### src/verilog/lbpPkg.sv
`default_nettype none

package lbpPkg;

  localparam int WeightBits = 16;

  // unsigned fixed point, 8 fraction bits, 256 is one
  typedef logic [WeightBits-1:0] weight_t;

  typedef struct packed {
    logic [7:0]           center;
    logic [2:0]           radius;
    // [angle][pixel], pixel 0 is A and pixel 3 is D
    logic [3:0][3:0][7:0] corners;
  } patch_t;

  typedef struct packed {
    logic [2:0] radius;
    logic [1:0] angle;
    logic [7:0] center;
    logic [7:0] a;
    logic [7:0] b;
    logic [7:0] c;
    logic [7:0] d;
  } sampleReq_t;

  typedef struct packed {
    logic [7:0] value;
    logic       exact;
    logic [1:0] angle;
    logic [7:0] center;
  } sample_t;

  // bit index equals angle
  typedef struct packed {
    logic [3:0] code;
    logic [3:0] exactMask;
  } lbpCode_t;

endpackage

`default_nettype wire

### src/verilog/patchSequencer.sv
`timescale 1ns/1ps
`default_nettype none

module patchSequencer
  import lbpPkg::*;
(
  input  logic       clk,
  input  logic       rst_n,
  input  logic       patchStrobe,
  input  patch_t     patch,
  input  logic       full,
  output logic       busy,
  output logic       push,
  output sampleReq_t pushData
);

  patch_t     patchReg;
  logic [1:0] angle;

  // stall on a full queue, the request stays put
  assign push = busy && !full;

  always_comb begin
    pushData.radius = patchReg.radius;
    pushData.angle  = angle;
    pushData.center = patchReg.center;
    pushData.a      = patchReg.corners[angle][0];
    pushData.b      = patchReg.corners[angle][1];
    pushData.c      = patchReg.corners[angle][2];
    pushData.d      = patchReg.corners[angle][3];
  end

  always_ff @(posedge clk) begin
    if (!rst_n) begin
      busy  <= 1'b0;
      angle <= 2'd0;
    end else if (!busy) begin
      if (patchStrobe) begin
        busy  <= 1'b1;
        angle <= 2'd0;
      end
    end else if (push) begin
      angle <= angle + 2'd1;
      // last angle pushed, patch done
      if (angle == 2'd3) begin
        busy <= 1'b0;
      end
    end
  end

  // strobes during busy are dropped
  always_ff @(posedge clk) begin
    if (patchStrobe && !busy) begin
      patchReg <= patch;
    end
  end

endmodule

`default_nettype wire

### src/verilog/sampleQueue.sv
`timescale 1ns/1ps
`default_nettype none

module sampleQueue
  import lbpPkg::*;
#(
  parameter int Depth = 4
) (
  input  logic       clk,
  input  logic       rst_n,
  input  logic       push,
  input  sampleReq_t pushData,
  input  logic       pop,
  output sampleReq_t popData,
  output logic       full,
  output logic       empty
);

  localparam int AddrBits = $clog2(Depth);

  sampleReq_t        mem [Depth];
  logic [AddrBits:0] wrPtr;
  logic [AddrBits:0] rdPtr;

  // extra pointer bit tells full from empty
  assign empty = (wrPtr == rdPtr);
  assign full  = (wrPtr[AddrBits] != rdPtr[AddrBits]) &&
                 (wrPtr[AddrBits-1:0] == rdPtr[AddrBits-1:0]);

  // head entry shown before the pop
  assign popData = mem[rdPtr[AddrBits-1:0]];

  always_ff @(posedge clk) begin
    if (!rst_n) begin
      wrPtr <= '0;
      rdPtr <= '0;
    end else begin
      if (push && !full) begin
        wrPtr <= wrPtr + 1'b1;
      end
      if (pop && !empty) begin
        rdPtr <= rdPtr + 1'b1;
      end
    end
  end

  always_ff @(posedge clk) begin
    if (push && !full) begin
      mem[wrPtr[AddrBits-1:0]] <= pushData;
    end
  end

endmodule

`default_nettype wire

### src/verilog/bilinearInterp.sv
`timescale 1ns/1ps
`default_nettype none

module bilinearInterp
  import lbpPkg::*;
(
  input  logic       clk,
  input  logic       rst_n,
  input  logic       empty,
  input  sampleReq_t popData,
  output logic       pop,
  output logic       sampleValid,
  output sample_t    sample
);

  // entry is {1 - dx, 1 - dy, dx, dy}, indexed [radius][angle]
  // angles 0..3 are 45, 135, 225 and 315 degrees
  localparam weight_t [3:0] WTable [8][4] = '{
    // code 0 sits on the integer grid
    '{{16'h0100, 16'h0100, 16'h0000, 16'h0000}, {16'h0100, 16'h0100, 16'h0000, 16'h0000},
      {16'h0100, 16'h0100, 16'h0000, 16'h0000}, {16'h0100, 16'h0100, 16'h0000, 16'h0000}},
    '{{16'h006A, 16'h0096, 16'h0096, 16'h006A}, {16'h006A, 16'h006A, 16'h0096, 16'h0096},
      {16'h0096, 16'h006A, 16'h006A, 16'h0096}, {16'h0096, 16'h0096, 16'h006A, 16'h006A}},
    '{{16'h001F, 16'h00E1, 16'h00E1, 16'h001F}, {16'h001F, 16'h001F, 16'h00E1, 16'h00E1},
      {16'h00E1, 16'h001F, 16'h001F, 16'h00E1}, {16'h00E1, 16'h00E1, 16'h001F, 16'h001F}},
    '{{16'h00D4, 16'h002C, 16'h002C, 16'h00D4}, {16'h00D4, 16'h00D4, 16'h002C, 16'h002C},
      {16'h002C, 16'h00D4, 16'h00D4, 16'h002C}, {16'h002C, 16'h002C, 16'h00D4, 16'h00D4}},
    '{{16'h0089, 16'h0077, 16'h0077, 16'h0089}, {16'h0089, 16'h0089, 16'h0077, 16'h0077},
      {16'h0077, 16'h0089, 16'h0089, 16'h0077}, {16'h0077, 16'h0077, 16'h0089, 16'h0089}},
    '{{16'h003E, 16'h00C2, 16'h00C2, 16'h003E}, {16'h003E, 16'h003E, 16'h00C2, 16'h00C2},
      {16'h00C2, 16'h003E, 16'h003E, 16'h00C2}, {16'h00C2, 16'h00C2, 16'h003E, 16'h003E}},
    '{{16'h00F4, 16'h000C, 16'h000C, 16'h00F4}, {16'h00F4, 16'h00F4, 16'h000C, 16'h000C},
      {16'h000C, 16'h00F4, 16'h00F4, 16'h000C}, {16'h000C, 16'h000C, 16'h00F4, 16'h00F4}},
    '{{16'h00A8, 16'h0058, 16'h0058, 16'h00A8}, {16'h00A8, 16'h00A8, 16'h0058, 16'h0058},
      {16'h0058, 16'h00A8, 16'h00A8, 16'h0058}, {16'h0058, 16'h0058, 16'h00A8, 16'h00A8}}
  };

  weight_t [3:0]                   w;
  logic [3:0][2*WeightBits-1:0]    wProd;
  logic [3:0][7:0]                 pix;
  logic [3:0][2*WeightBits-1:0]    pixProd;
  logic [WeightBits-1:0]           result;
  logic [1:3]                      validP;
  logic [1:3][1:0]                 angleP;
  logic [1:3][7:0]                 centerP;

  // never stalls, so drain whenever something is queued
  assign pop = !empty;
  assign w   = WTable[popData.radius][popData.angle];

  always_ff @(posedge clk) begin
    if (!rst_n) begin
      validP <= '0;
    end else begin
      validP <= {pop, validP[1:2]};
    end
  end

  always_ff @(posedge clk) begin
    // stage 1: corner weights, A B C D order
    wProd[0] <= w[3] * w[2];
    wProd[1] <= w[1] * w[2];
    wProd[2] <= w[0] * w[3];
    wProd[3] <= w[1] * w[0];
    pix      <= {popData.d, popData.c, popData.b, popData.a};
    // stage 2
    for (int i = 0; i < 4; i++) begin
      pixProd[i] <= wProd[i][WeightBits+7:8] * {pix[i], 8'd0};
    end
    // stage 3, sum wraps in 16 bits
    result <= pixProd[0][WeightBits+7:8] + pixProd[1][WeightBits+7:8] +
              pixProd[2][WeightBits+7:8] + pixProd[3][WeightBits+7:8];
    angleP  <= {popData.angle, angleP[1:2]};
    centerP <= {popData.center, centerP[1:2]};
  end

  assign sampleValid = validP[3];

  always_comb begin
    // round up only above one half
    sample.value  = (result[7:0] > 8'h80) ? result[15:8] + 8'd1 : result[15:8];
    sample.exact  = (result[7:0] == 8'd0);
    sample.angle  = angleP[3];
    sample.center = centerP[3];
  end

endmodule

`default_nettype wire

### src/verilog/codeAssembler.sv
`timescale 1ns/1ps
`default_nettype none

module codeAssembler
  import lbpPkg::*;
(
  input  logic     clk,
  input  logic     rst_n,
  input  logic     sampleValid,
  input  sample_t  sample,
  output logic     codeValid,
  output lbpCode_t code
);

  lbpCode_t acc;
  lbpCode_t accNext;

  always_comb begin
    accNext                           = acc;
    accNext.code[sample.angle]        = (sample.value >= sample.center);
    accNext.exactMask[sample.angle]   = sample.exact;
  end

  always_ff @(posedge clk) begin
    if (!rst_n) begin
      acc       <= '0;
      codeValid <= 1'b0;
    end else begin
      codeValid <= sampleValid && (sample.angle == 2'd3);
      if (sampleValid) begin
        // angle 3 closes the patch
        if (sample.angle == 2'd3) begin
          acc <= '0;
        end else begin
          acc <= accNext;
        end
      end
    end
  end

  always_ff @(posedge clk) begin
    if (sampleValid && (sample.angle == 2'd3)) begin
      code <= accNext;
    end
  end

endmodule

`default_nettype wire

### src/verilog/lbpSampler.sv
`timescale 1ns/1ps
`default_nettype none

module lbpSampler
  import lbpPkg::*;
#(
  parameter int Depth = 4
) (
  input  logic     clk,
  input  logic     rst_n,
  input  logic     patchStrobe,
  input  patch_t   patch,
  output logic     busy,
  output logic     sampleValid,
  output sample_t  sample,
  output logic     codeValid,
  output lbpCode_t code
);

  logic       push;
  logic       full;
  logic       pop;
  logic       empty;
  sampleReq_t pushData;
  sampleReq_t popData;

  patchSequencer sequencer (
    .clk         (clk),
    .rst_n       (rst_n),
    .patchStrobe (patchStrobe),
    .patch       (patch),
    .full        (full),
    .busy        (busy),
    .push        (push),
    .pushData    (pushData)
  );

  sampleQueue #(
    .Depth (Depth)
  ) queue (
    .clk      (clk),
    .rst_n    (rst_n),
    .push     (push),
    .pushData (pushData),
    .pop      (pop),
    .popData  (popData),
    .full     (full),
    .empty    (empty)
  );

  bilinearInterp interp (
    .clk         (clk),
    .rst_n       (rst_n),
    .empty       (empty),
    .popData     (popData),
    .pop         (pop),
    .sampleValid (sampleValid),
    .sample      (sample)
  );

  codeAssembler assembler (
    .clk         (clk),
    .rst_n       (rst_n),
    .sampleValid (sampleValid),
    .sample      (sample),
    .codeValid   (codeValid),
    .code        (code)
  );

endmodule

`default_nettype wire

### config.mk
export PLATFORM = sky130hd
export DESIGN_NAME = lbpSampler
export DESIGN_NICKNAME = d
export VERILOG_FILES = /design/src/verilog/lbpPkg.sv /design/src/verilog/patchSequencer.sv /design/src/verilog/sampleQueue.sv /design/src/verilog/bilinearInterp.sv /design/src/verilog/codeAssembler.sv /design/src/verilog/lbpSampler.sv
export SDC_FILE = /design/constraint.sdc
export NUM_CORES = 1
export LEC_CHECK = 0
export BUFFER_PORTS_ARGS = -buffer_cell sky130_fd_sc_hd__buf_2
export CAP_MARGIN = 20
export CORE_ASPECT_RATIO = 0.75
export CORE_UTILIZATION = 50
export CTS_CLUSTER_DIAMETER = 60
export DETAILED_ROUTE_END_ITERATION = 12
export PLACE_DENSITY_LB_ADDON = 0.08
export SETUP_SLACK_MARGIN = 0.5
export SLEW_MARGIN = 20
export SYNTH_ARGS = -nofsm -noshare
export SYNTH_HDL_FRONTEND = slang
export SYNTH_SLANG_ARGS = --single-unit
export TNS_END_PERCENT = 20
### constraint.sdc
create_clock -name clk -period 10.9 [get_ports clk]
set_clock_uncertainty 0.1 [all_clocks]
set_input_delay 1.09 -clock clk [delete_from_list [all_inputs] [get_ports clk]]
set_output_delay 1.09 -clock clk [all_outputs]
set_load 0.03 [all_outputs]
## Yosys cells after proc, flatten, opt, wreduce, memory -nomap -nowiden

Memory sizes are Yosys's and may differ from the RTL's. A register that Yosys moved wholly into a read port is not among the register bits.
Cells that the tools add are included.

| word-level totals | value |
|---|---|
| bits in registers | 406 |
| RAM bits | 180 |
| bits in read-only memories | 2048 |
| bits of input ports | 142 |
| memories kept | 2 |

| cells by class | value |
|---|---|
| add/subtract/negate cells | 7 |
| $mul | 8 |
| magnitude comparators | 7 |
| equality and inequality tests | 6 |
| multiplexer cells | 24 |
| bitwise gates (word level) | 2 |
| reduce and logical (&&, ||, !) cells | 12 |

Memories:

| name | words | width | read ports | clocked after Yosys merged registers in | write ports | line | source |
|---|---|---|---|---|---|---|---|
| (name not given) | 8 | 256 | 1 | 0 | 0 | bilinearInterp.sv:49 | `assign w = WTable[popData.radius][popData.angle];` |
| queue.mem | 4 | 45 | 1 | 1 | 1 | sampleQueue.sv:21 | `sampleReq_t mem [Depth];` |

Operators by type and width:

| operator | number |
|---|---|
| 256-bit two-way mux | 2 |
| 64-bit binary-select mux with 2-bit select | 1 |
| 64-bit two-way mux | 2 |
| 16-bit by 16-bit multiplier with 24-bit output | 4 |
| 32-bit binary-select mux with 2-bit select | 1 |
| 16-bit by 8-bit multiplier with 16-bit output | 4 |
| 16-bit adder | 3 |
| 32-bit two-way mux | 1 |
| 8-bit two-way mux | 2 |
| 2-bit two-way mux | 5 |
| 8-bit by 1-bit adder with 8-bit output, second input constant | 1 |
| 4-bit bitwise mux | 2 |
| 8-bit >= comparator | 1 |
| 8-bit greater-than comparator, second input constant | 1 |
| 8-bit zero test | 1 |
| 1-bit two-way mux | 7 |
| 3-bit by 1-bit adder with 3-bit output, second input constant | 2 |
| 1-bit logical AND | 6 |
| 2-bit by 3-bit less-than comparator with 1-bit output, second input constant | 2 |
| 2-bit equality test, second input constant | 2 |
| 4-bit >= comparator, second input constant | 1 |
| 3-bit inverter with 4-bit output | 1 |
| 3-bit equality test | 1 |
| 3-bit >= comparator, second input constant | 1 |
| 10 further kinds | 12 |

## Longest topological paths before layout

| depth | value |
|---|---|
| depth after elaboration | 8 |
| mapped depth | 32 |

## Hierarchy

Synthesis repeated with hierarchy kept, for this count alone.

| unflattened totals | value |
|---|---|
| cell total of the unflattened synthesis | 3479 |
| area total of the unflattened synthesis | 39512.9 µm² |

Modules (own cells, without submodules):

| module | times used | cells an instance | area each (µm²) | seq. area each (µm²) |
|---|---|---|---|---|
| bilinearInterp | 1 | 2879 | 26372.8 | 3783.6 |
| sampleQueue | 1 | 303 | 7048.0 | 5565.3 |
| patchSequencer | 1 | 205 | 5210.0 | 4234.1 |
| codeAssembler | 1 | 92 | 882.1 | 420.4 |

## Least setup slack after synthesis

No wires, ideal clock.

| path | value |
|---|---|
| path kind | register to register |
| start point | reg with a tool-made name |
| end point | reg interp.wProd[112] (netlist bit) |
| library setup time | 72 ps |
| arrival | 7590 ps |
| data required time | 10728 ps |
| path slack | 3138 ps |
| stages on the path, launching flop included | 31 |
| clock period less this slack | 7762 ps |
| path through | dfxtp_1 > buf_6 > mux4_2 > clkbuf_1 > inv_1 > ha_1 > clkbuf_1 > or2_2 > o21ai_0 > nor2_1 > a21oi_1 > clkbuf_1 > nor2_1 > fa_1 > fa_1 > ha_1 > ha_1 > inv_1 > fa_1 > fa_1 > inv_1 > ha_1 > a21o_1 > a21o_1 > a21o_1 > a211o_1 > a31oi_1 > nor2b_1 > a311o_1 > a21oi_1 > xnor2_1 |

RTL lines:

| element | line | source |
|---|---|---|
| end, declared | bilinearInterp.sv:39 | `logic [3:0][2*WeightBits-1:0] wProd;` |

==> PnR_summary.wiki <==
{| class="wikitable"
! Metric !! Value
|-
| Outcome || finished, final reports clean
|-
| Ys flop type || sky130_fd_sc_hd__edfxtp_1
|-
| Top post-synthesis cells by area || sky130_fd_sc_hd__edfxtp_1, sky130_fd_sc_hd__fa_1, sky130_fd_sc_hd__ha_1, sky130_fd_sc_hd__dfxtp_1, sky130_fd_sc_hd__inv_1
|-
| Hold WC Path Type || flop to flop
|-
| Number of failing hold endpoints at the final stage || 0
|-
| Post-route clock period utilization || 80.3%
|-
| Maximum buffer depth of the clock tree || 3
|-
| Multi-input logic area || 22,300 µm²
|-
| Average wire per standard cell || 18.6 µm
|-
| Final max-slew violation count || 0
|-
| Gate Count Post-Synth || 3,419
|-
| Core Area || 77,100 µm²
|-
| Initial DRC Count || 1,448
|-
| Final net count || 4,530
|-
| Post-synthesis cell type with the largest combined area || sky130_fd_sc_hd__edfxtp_1
|-
| Synthesized area per cell || 11.4 µm²
|-
| Count of buffers added by post-CTS timing repair for setup || 0
|-
| Via count of the first global-routing pass || 25,600
|-
| Number of buffers added to fix hold violations after cts || 0
|-
| Clock Sinks || 536
|-
| Die W || 324 µm
|-
| Register bit count reported by yosys || 536
|-
| Number of filler instances in the final layout || 6,642
|-
| Combined buffer and inverter count along the critical path || 2
|-
| Cell family with most CP delay || adder cells
|-
| Floorplan die height || 244 µm
|-
| Max_slew headroom || 25.1%
|-
| Worst setup path class || flop to flop
|-
| Largest stage delay on the critical path || 0.71 ns
|-
| Clock buffers created by TritonCTS || 55
|-
| Time the worst path needs with I/O delays and setup || 8.75 ns
|-
| Transition time at the pin with the least slew margin || 1.12 ns
|-
| Post-synthesis cell area || 39,000 µm²
|-
| Fraction of layout instances using a drive strength above 1 || 12.1%
|-
| Launch point of the worst hold path || interp.centerP[21]
|-
| Detail-routed via count per cell || 5.20
|-
| CTS root buffer || sky130_fd_sc_hd__clkbuf_16
|-
| Placement Rows || 88
|-
| Number of unique standard cell types used by synthesis || 72
|-
| Accumulated negative setup slack || 0 ns
|-
| Crit path arrival time || 9.21 ns
|-
| Port Buf Inserts || 171
|-
| Post-Syn Nets || 4,382
|-
| GP Congestion || 0.866
|-
| Cell types with the highest counts after synthesis || sky130_fd_sc_hd__inv_1, sky130_fd_sc_hd__ha_1, sky130_fd_sc_hd__fa_1, sky130_fd_sc_hd__edfxtp_1, sky130_fd_sc_hd__nor2_1
|-
| Maximum number of pins on one net before global-route repair || 72
|-
| Overflow left after global routing || 0
|-
| Max Cap Viol || 0
|-
| Detail Route Antenna Nets || 0
|-
| Yosys top cell area share || 25.2%
|-
| Antenna violations before repair || 7
|-
| Crit path required time || 11.36 ns
|-
| Number of flops mapped to enable cells by yosys || 327
|-
| Combined global-route utilization of all metal layers || 22.6%
|-
| Number of vias after detailed routing || 24,200
|-
| Top-level port count || 172
|-
| Maximum net fanout on the critical path || 45
|-
| Endpoint type of the worst setup path || flop
|-
| Remaining DRCs || 0
|-
| Most repeated cell in the gate-level netlist after synthesis || sky130_fd_sc_hd__inv_1
|-
| Clock latency of the later-clocked register in the worst-skew pair || 0.62 ns
|-
| Total setup violations reported at the end of the flow || 0
|-
| Routed WL || 86.6 mm
|-
| Tightest hold margin || 0.222 ns
|-
| Yosys warning total || 0
|-
| First-pass GRT wire length || 140 mm
|-
| Share of async-settable or async-resettable flops after synthesis || 0%
|-
| Unrepaired setup endpoints after global routing || no
|-
| H-tree Lvls || 2
|-
| Clk slew on worst S/H paths || 0.06 ns
|-
| Share of the yosys chip area belonging to registers || 35.9%
|-
| Flip-flop and latch area || 14,000 µm²
|-
| # resized after CTS || 0
|-
| Die Area || 79,100 µm²
|-
| Initial Util || 50.6%
|-
| TritonCTS clock tree || built
|-
| Cell with the biggest individual delay on the critical path || sky130_fd_sc_hd__a221oi_2
|-
| Startpoint Class || flop
|-
| Maximum clock frequency || 114 MHz
|-
| HPWL reported at the end of detailed placement || 68.1 mm
|-
| Number of search-and-repair iterations in the first detailed-routing pass || 5
|-
| Area grow syn2layout || 9.76%
|}
final cells by class:
cell class | instances | share of cell area (%)
clock buffers | 84 | 3.74
diodes | 2 | 0.0117
clock inverters | 20 | 0.655
flip-flops and latches | 536 | 32.7
well taps | 1035 | 3.03
multi-input cells | 2191 | 52.2
repair buffers | 198 | 2.48
inverters | 585 | 5.14
cell usage in the layout, fill, tap and decap left out, drive strengths merged, types with 7 or more instances in the layout:
master  instances
inv           589
ha            421
fa            400
edfxtp        327
nor2          264
nand2         238
and2          212
dfxtp         209
buf           198
xnor2         101
clkbuf         84
mux4           76
a21oi          71
o21ai          51
or2            46
a21o           36
nor2b          35
nand2b         30
xor2           27
nand3          21
nor3           18
o21a           16
clkinv         11
and3            9
or3             7
a21boi          7
a22oi           7
mux2i           7
a31oi           7
o21bai          7
a221oi          7
per-layer routing:
layer	wire length, µm	track usage (%)	up-vias
met4	1690	5.06	0
met1	41800	33.1	12100
met3	5040	4.41	103
met5	0	0	-
met2	38100	34.7	538
li1	-	-	11400
per-stage QoR:
step | utilization, % | instances | cell area [µm²] | setup slack (ns)
final | 55.5 | 4651 | 42800 | 2.15
after global routing | 55.5 | 4649 | 42800 | 1.73
after CTS | 55.5 | 4649 | 42800 | 2.23
after detailed placement | 53.1 | 4545 | 40900 | 2.22
after global placement | 53.1 | 4544 | 40900 | 2.35
after floorplan | - | 3419 | 39000 | 3.14
worst reg2reg max path, stage by stage (launching register included):
cell and delay [ns]:
sky130_fd_sc_hd__dfxtp_2 0.33, sky130_fd_sc_hd__buf_4 0.57, sky130_fd_sc_hd__mux4_2 0.54, sky130_fd_sc_hd__and2b_1 0.27, sky130_fd_sc_hd__nor2_1 0.61, sky130_fd_sc_hd__nor2_1 0.25
sky130_fd_sc_hd__or2_2 0.41, sky130_fd_sc_hd__a221oi_2 0.71, sky130_fd_sc_hd__or2_2 0.25, sky130_fd_sc_hd__fa_1 0.42, sky130_fd_sc_hd__fa_1 0.55, sky130_fd_sc_hd__inv_1 0.04
sky130_fd_sc_hd__ha_1 0.19, sky130_fd_sc_hd__fa_1 0.44, sky130_fd_sc_hd__ha_1 0.30, sky130_fd_sc_hd__fa_1 0.44, sky130_fd_sc_hd__ha_1 0.23, sky130_fd_sc_hd__a211o_1 0.30
sky130_fd_sc_hd__a21oi_1 0.19, sky130_fd_sc_hd__nor2_1 0.08, sky130_fd_sc_hd__a21o_1 0.18, sky130_fd_sc_hd__a31oi_2 0.41, sky130_fd_sc_hd__nor4_1 0.16, sky130_fd_sc_hd__o31a_1 0.35
sky130_fd_sc_hd__nor2_1 0.18, sky130_fd_sc_hd__o221a_2 0.20
path summary, 6_finish.rpt:
path                         to  slack [ns]  depth (start not counted)
max            interp.wProd[18]        2.15                         25
min          interp.centerP[13]        0.22                          0
max reg2reg    interp.wProd[18]        2.15                         25
min reg2reg  interp.centerP[13]        0.22                          0
kinds of logic (layout without fill, tap and decap cells):
logic type	after synthesis	in the layout	share of synthesized area (%)
AO/OA/AOI/OAI	260	260	4.51
XOR/XNOR	128	128	2.88
adder cells (fa/ha/maj)	821	821	34.1
buffers and inverters	692	887	6.83
flip-flops	536	536	35.9
multiplexers	86	86	4.69
other	0	2	0
AND/OR/NAND/NOR	896	896	11.1
sequential cells by signal (all words and copies together) (netlist names), named ones only:
| name | count |
|---|---|
| assembler.codeValid | 1 |
| queue.wrPtr | 3 |
| interp.result | 16 |
| assembler.code | 8 |
| interp.validP | 3 |
| interp.pix | 32 |
| sequencer.angle | 2 |
| sequencer.pushData | 11 |
| sequencer.patchReg | 128 |
| interp.pixProd | 64 |
| queue.mem | 180 |
| assembler.acc | 8 |
| sequencer.busy | 1 |
| interp.wProd | 44 |
| interp.sample | 10 |
| queue.rdPtr | 3 |
| interp.angleP | 4 |
| interp.centerP | 16 |
Power is not shown: default switching activity piles up to over one toggle a cycle in this logic, so the estimate is an artifact.
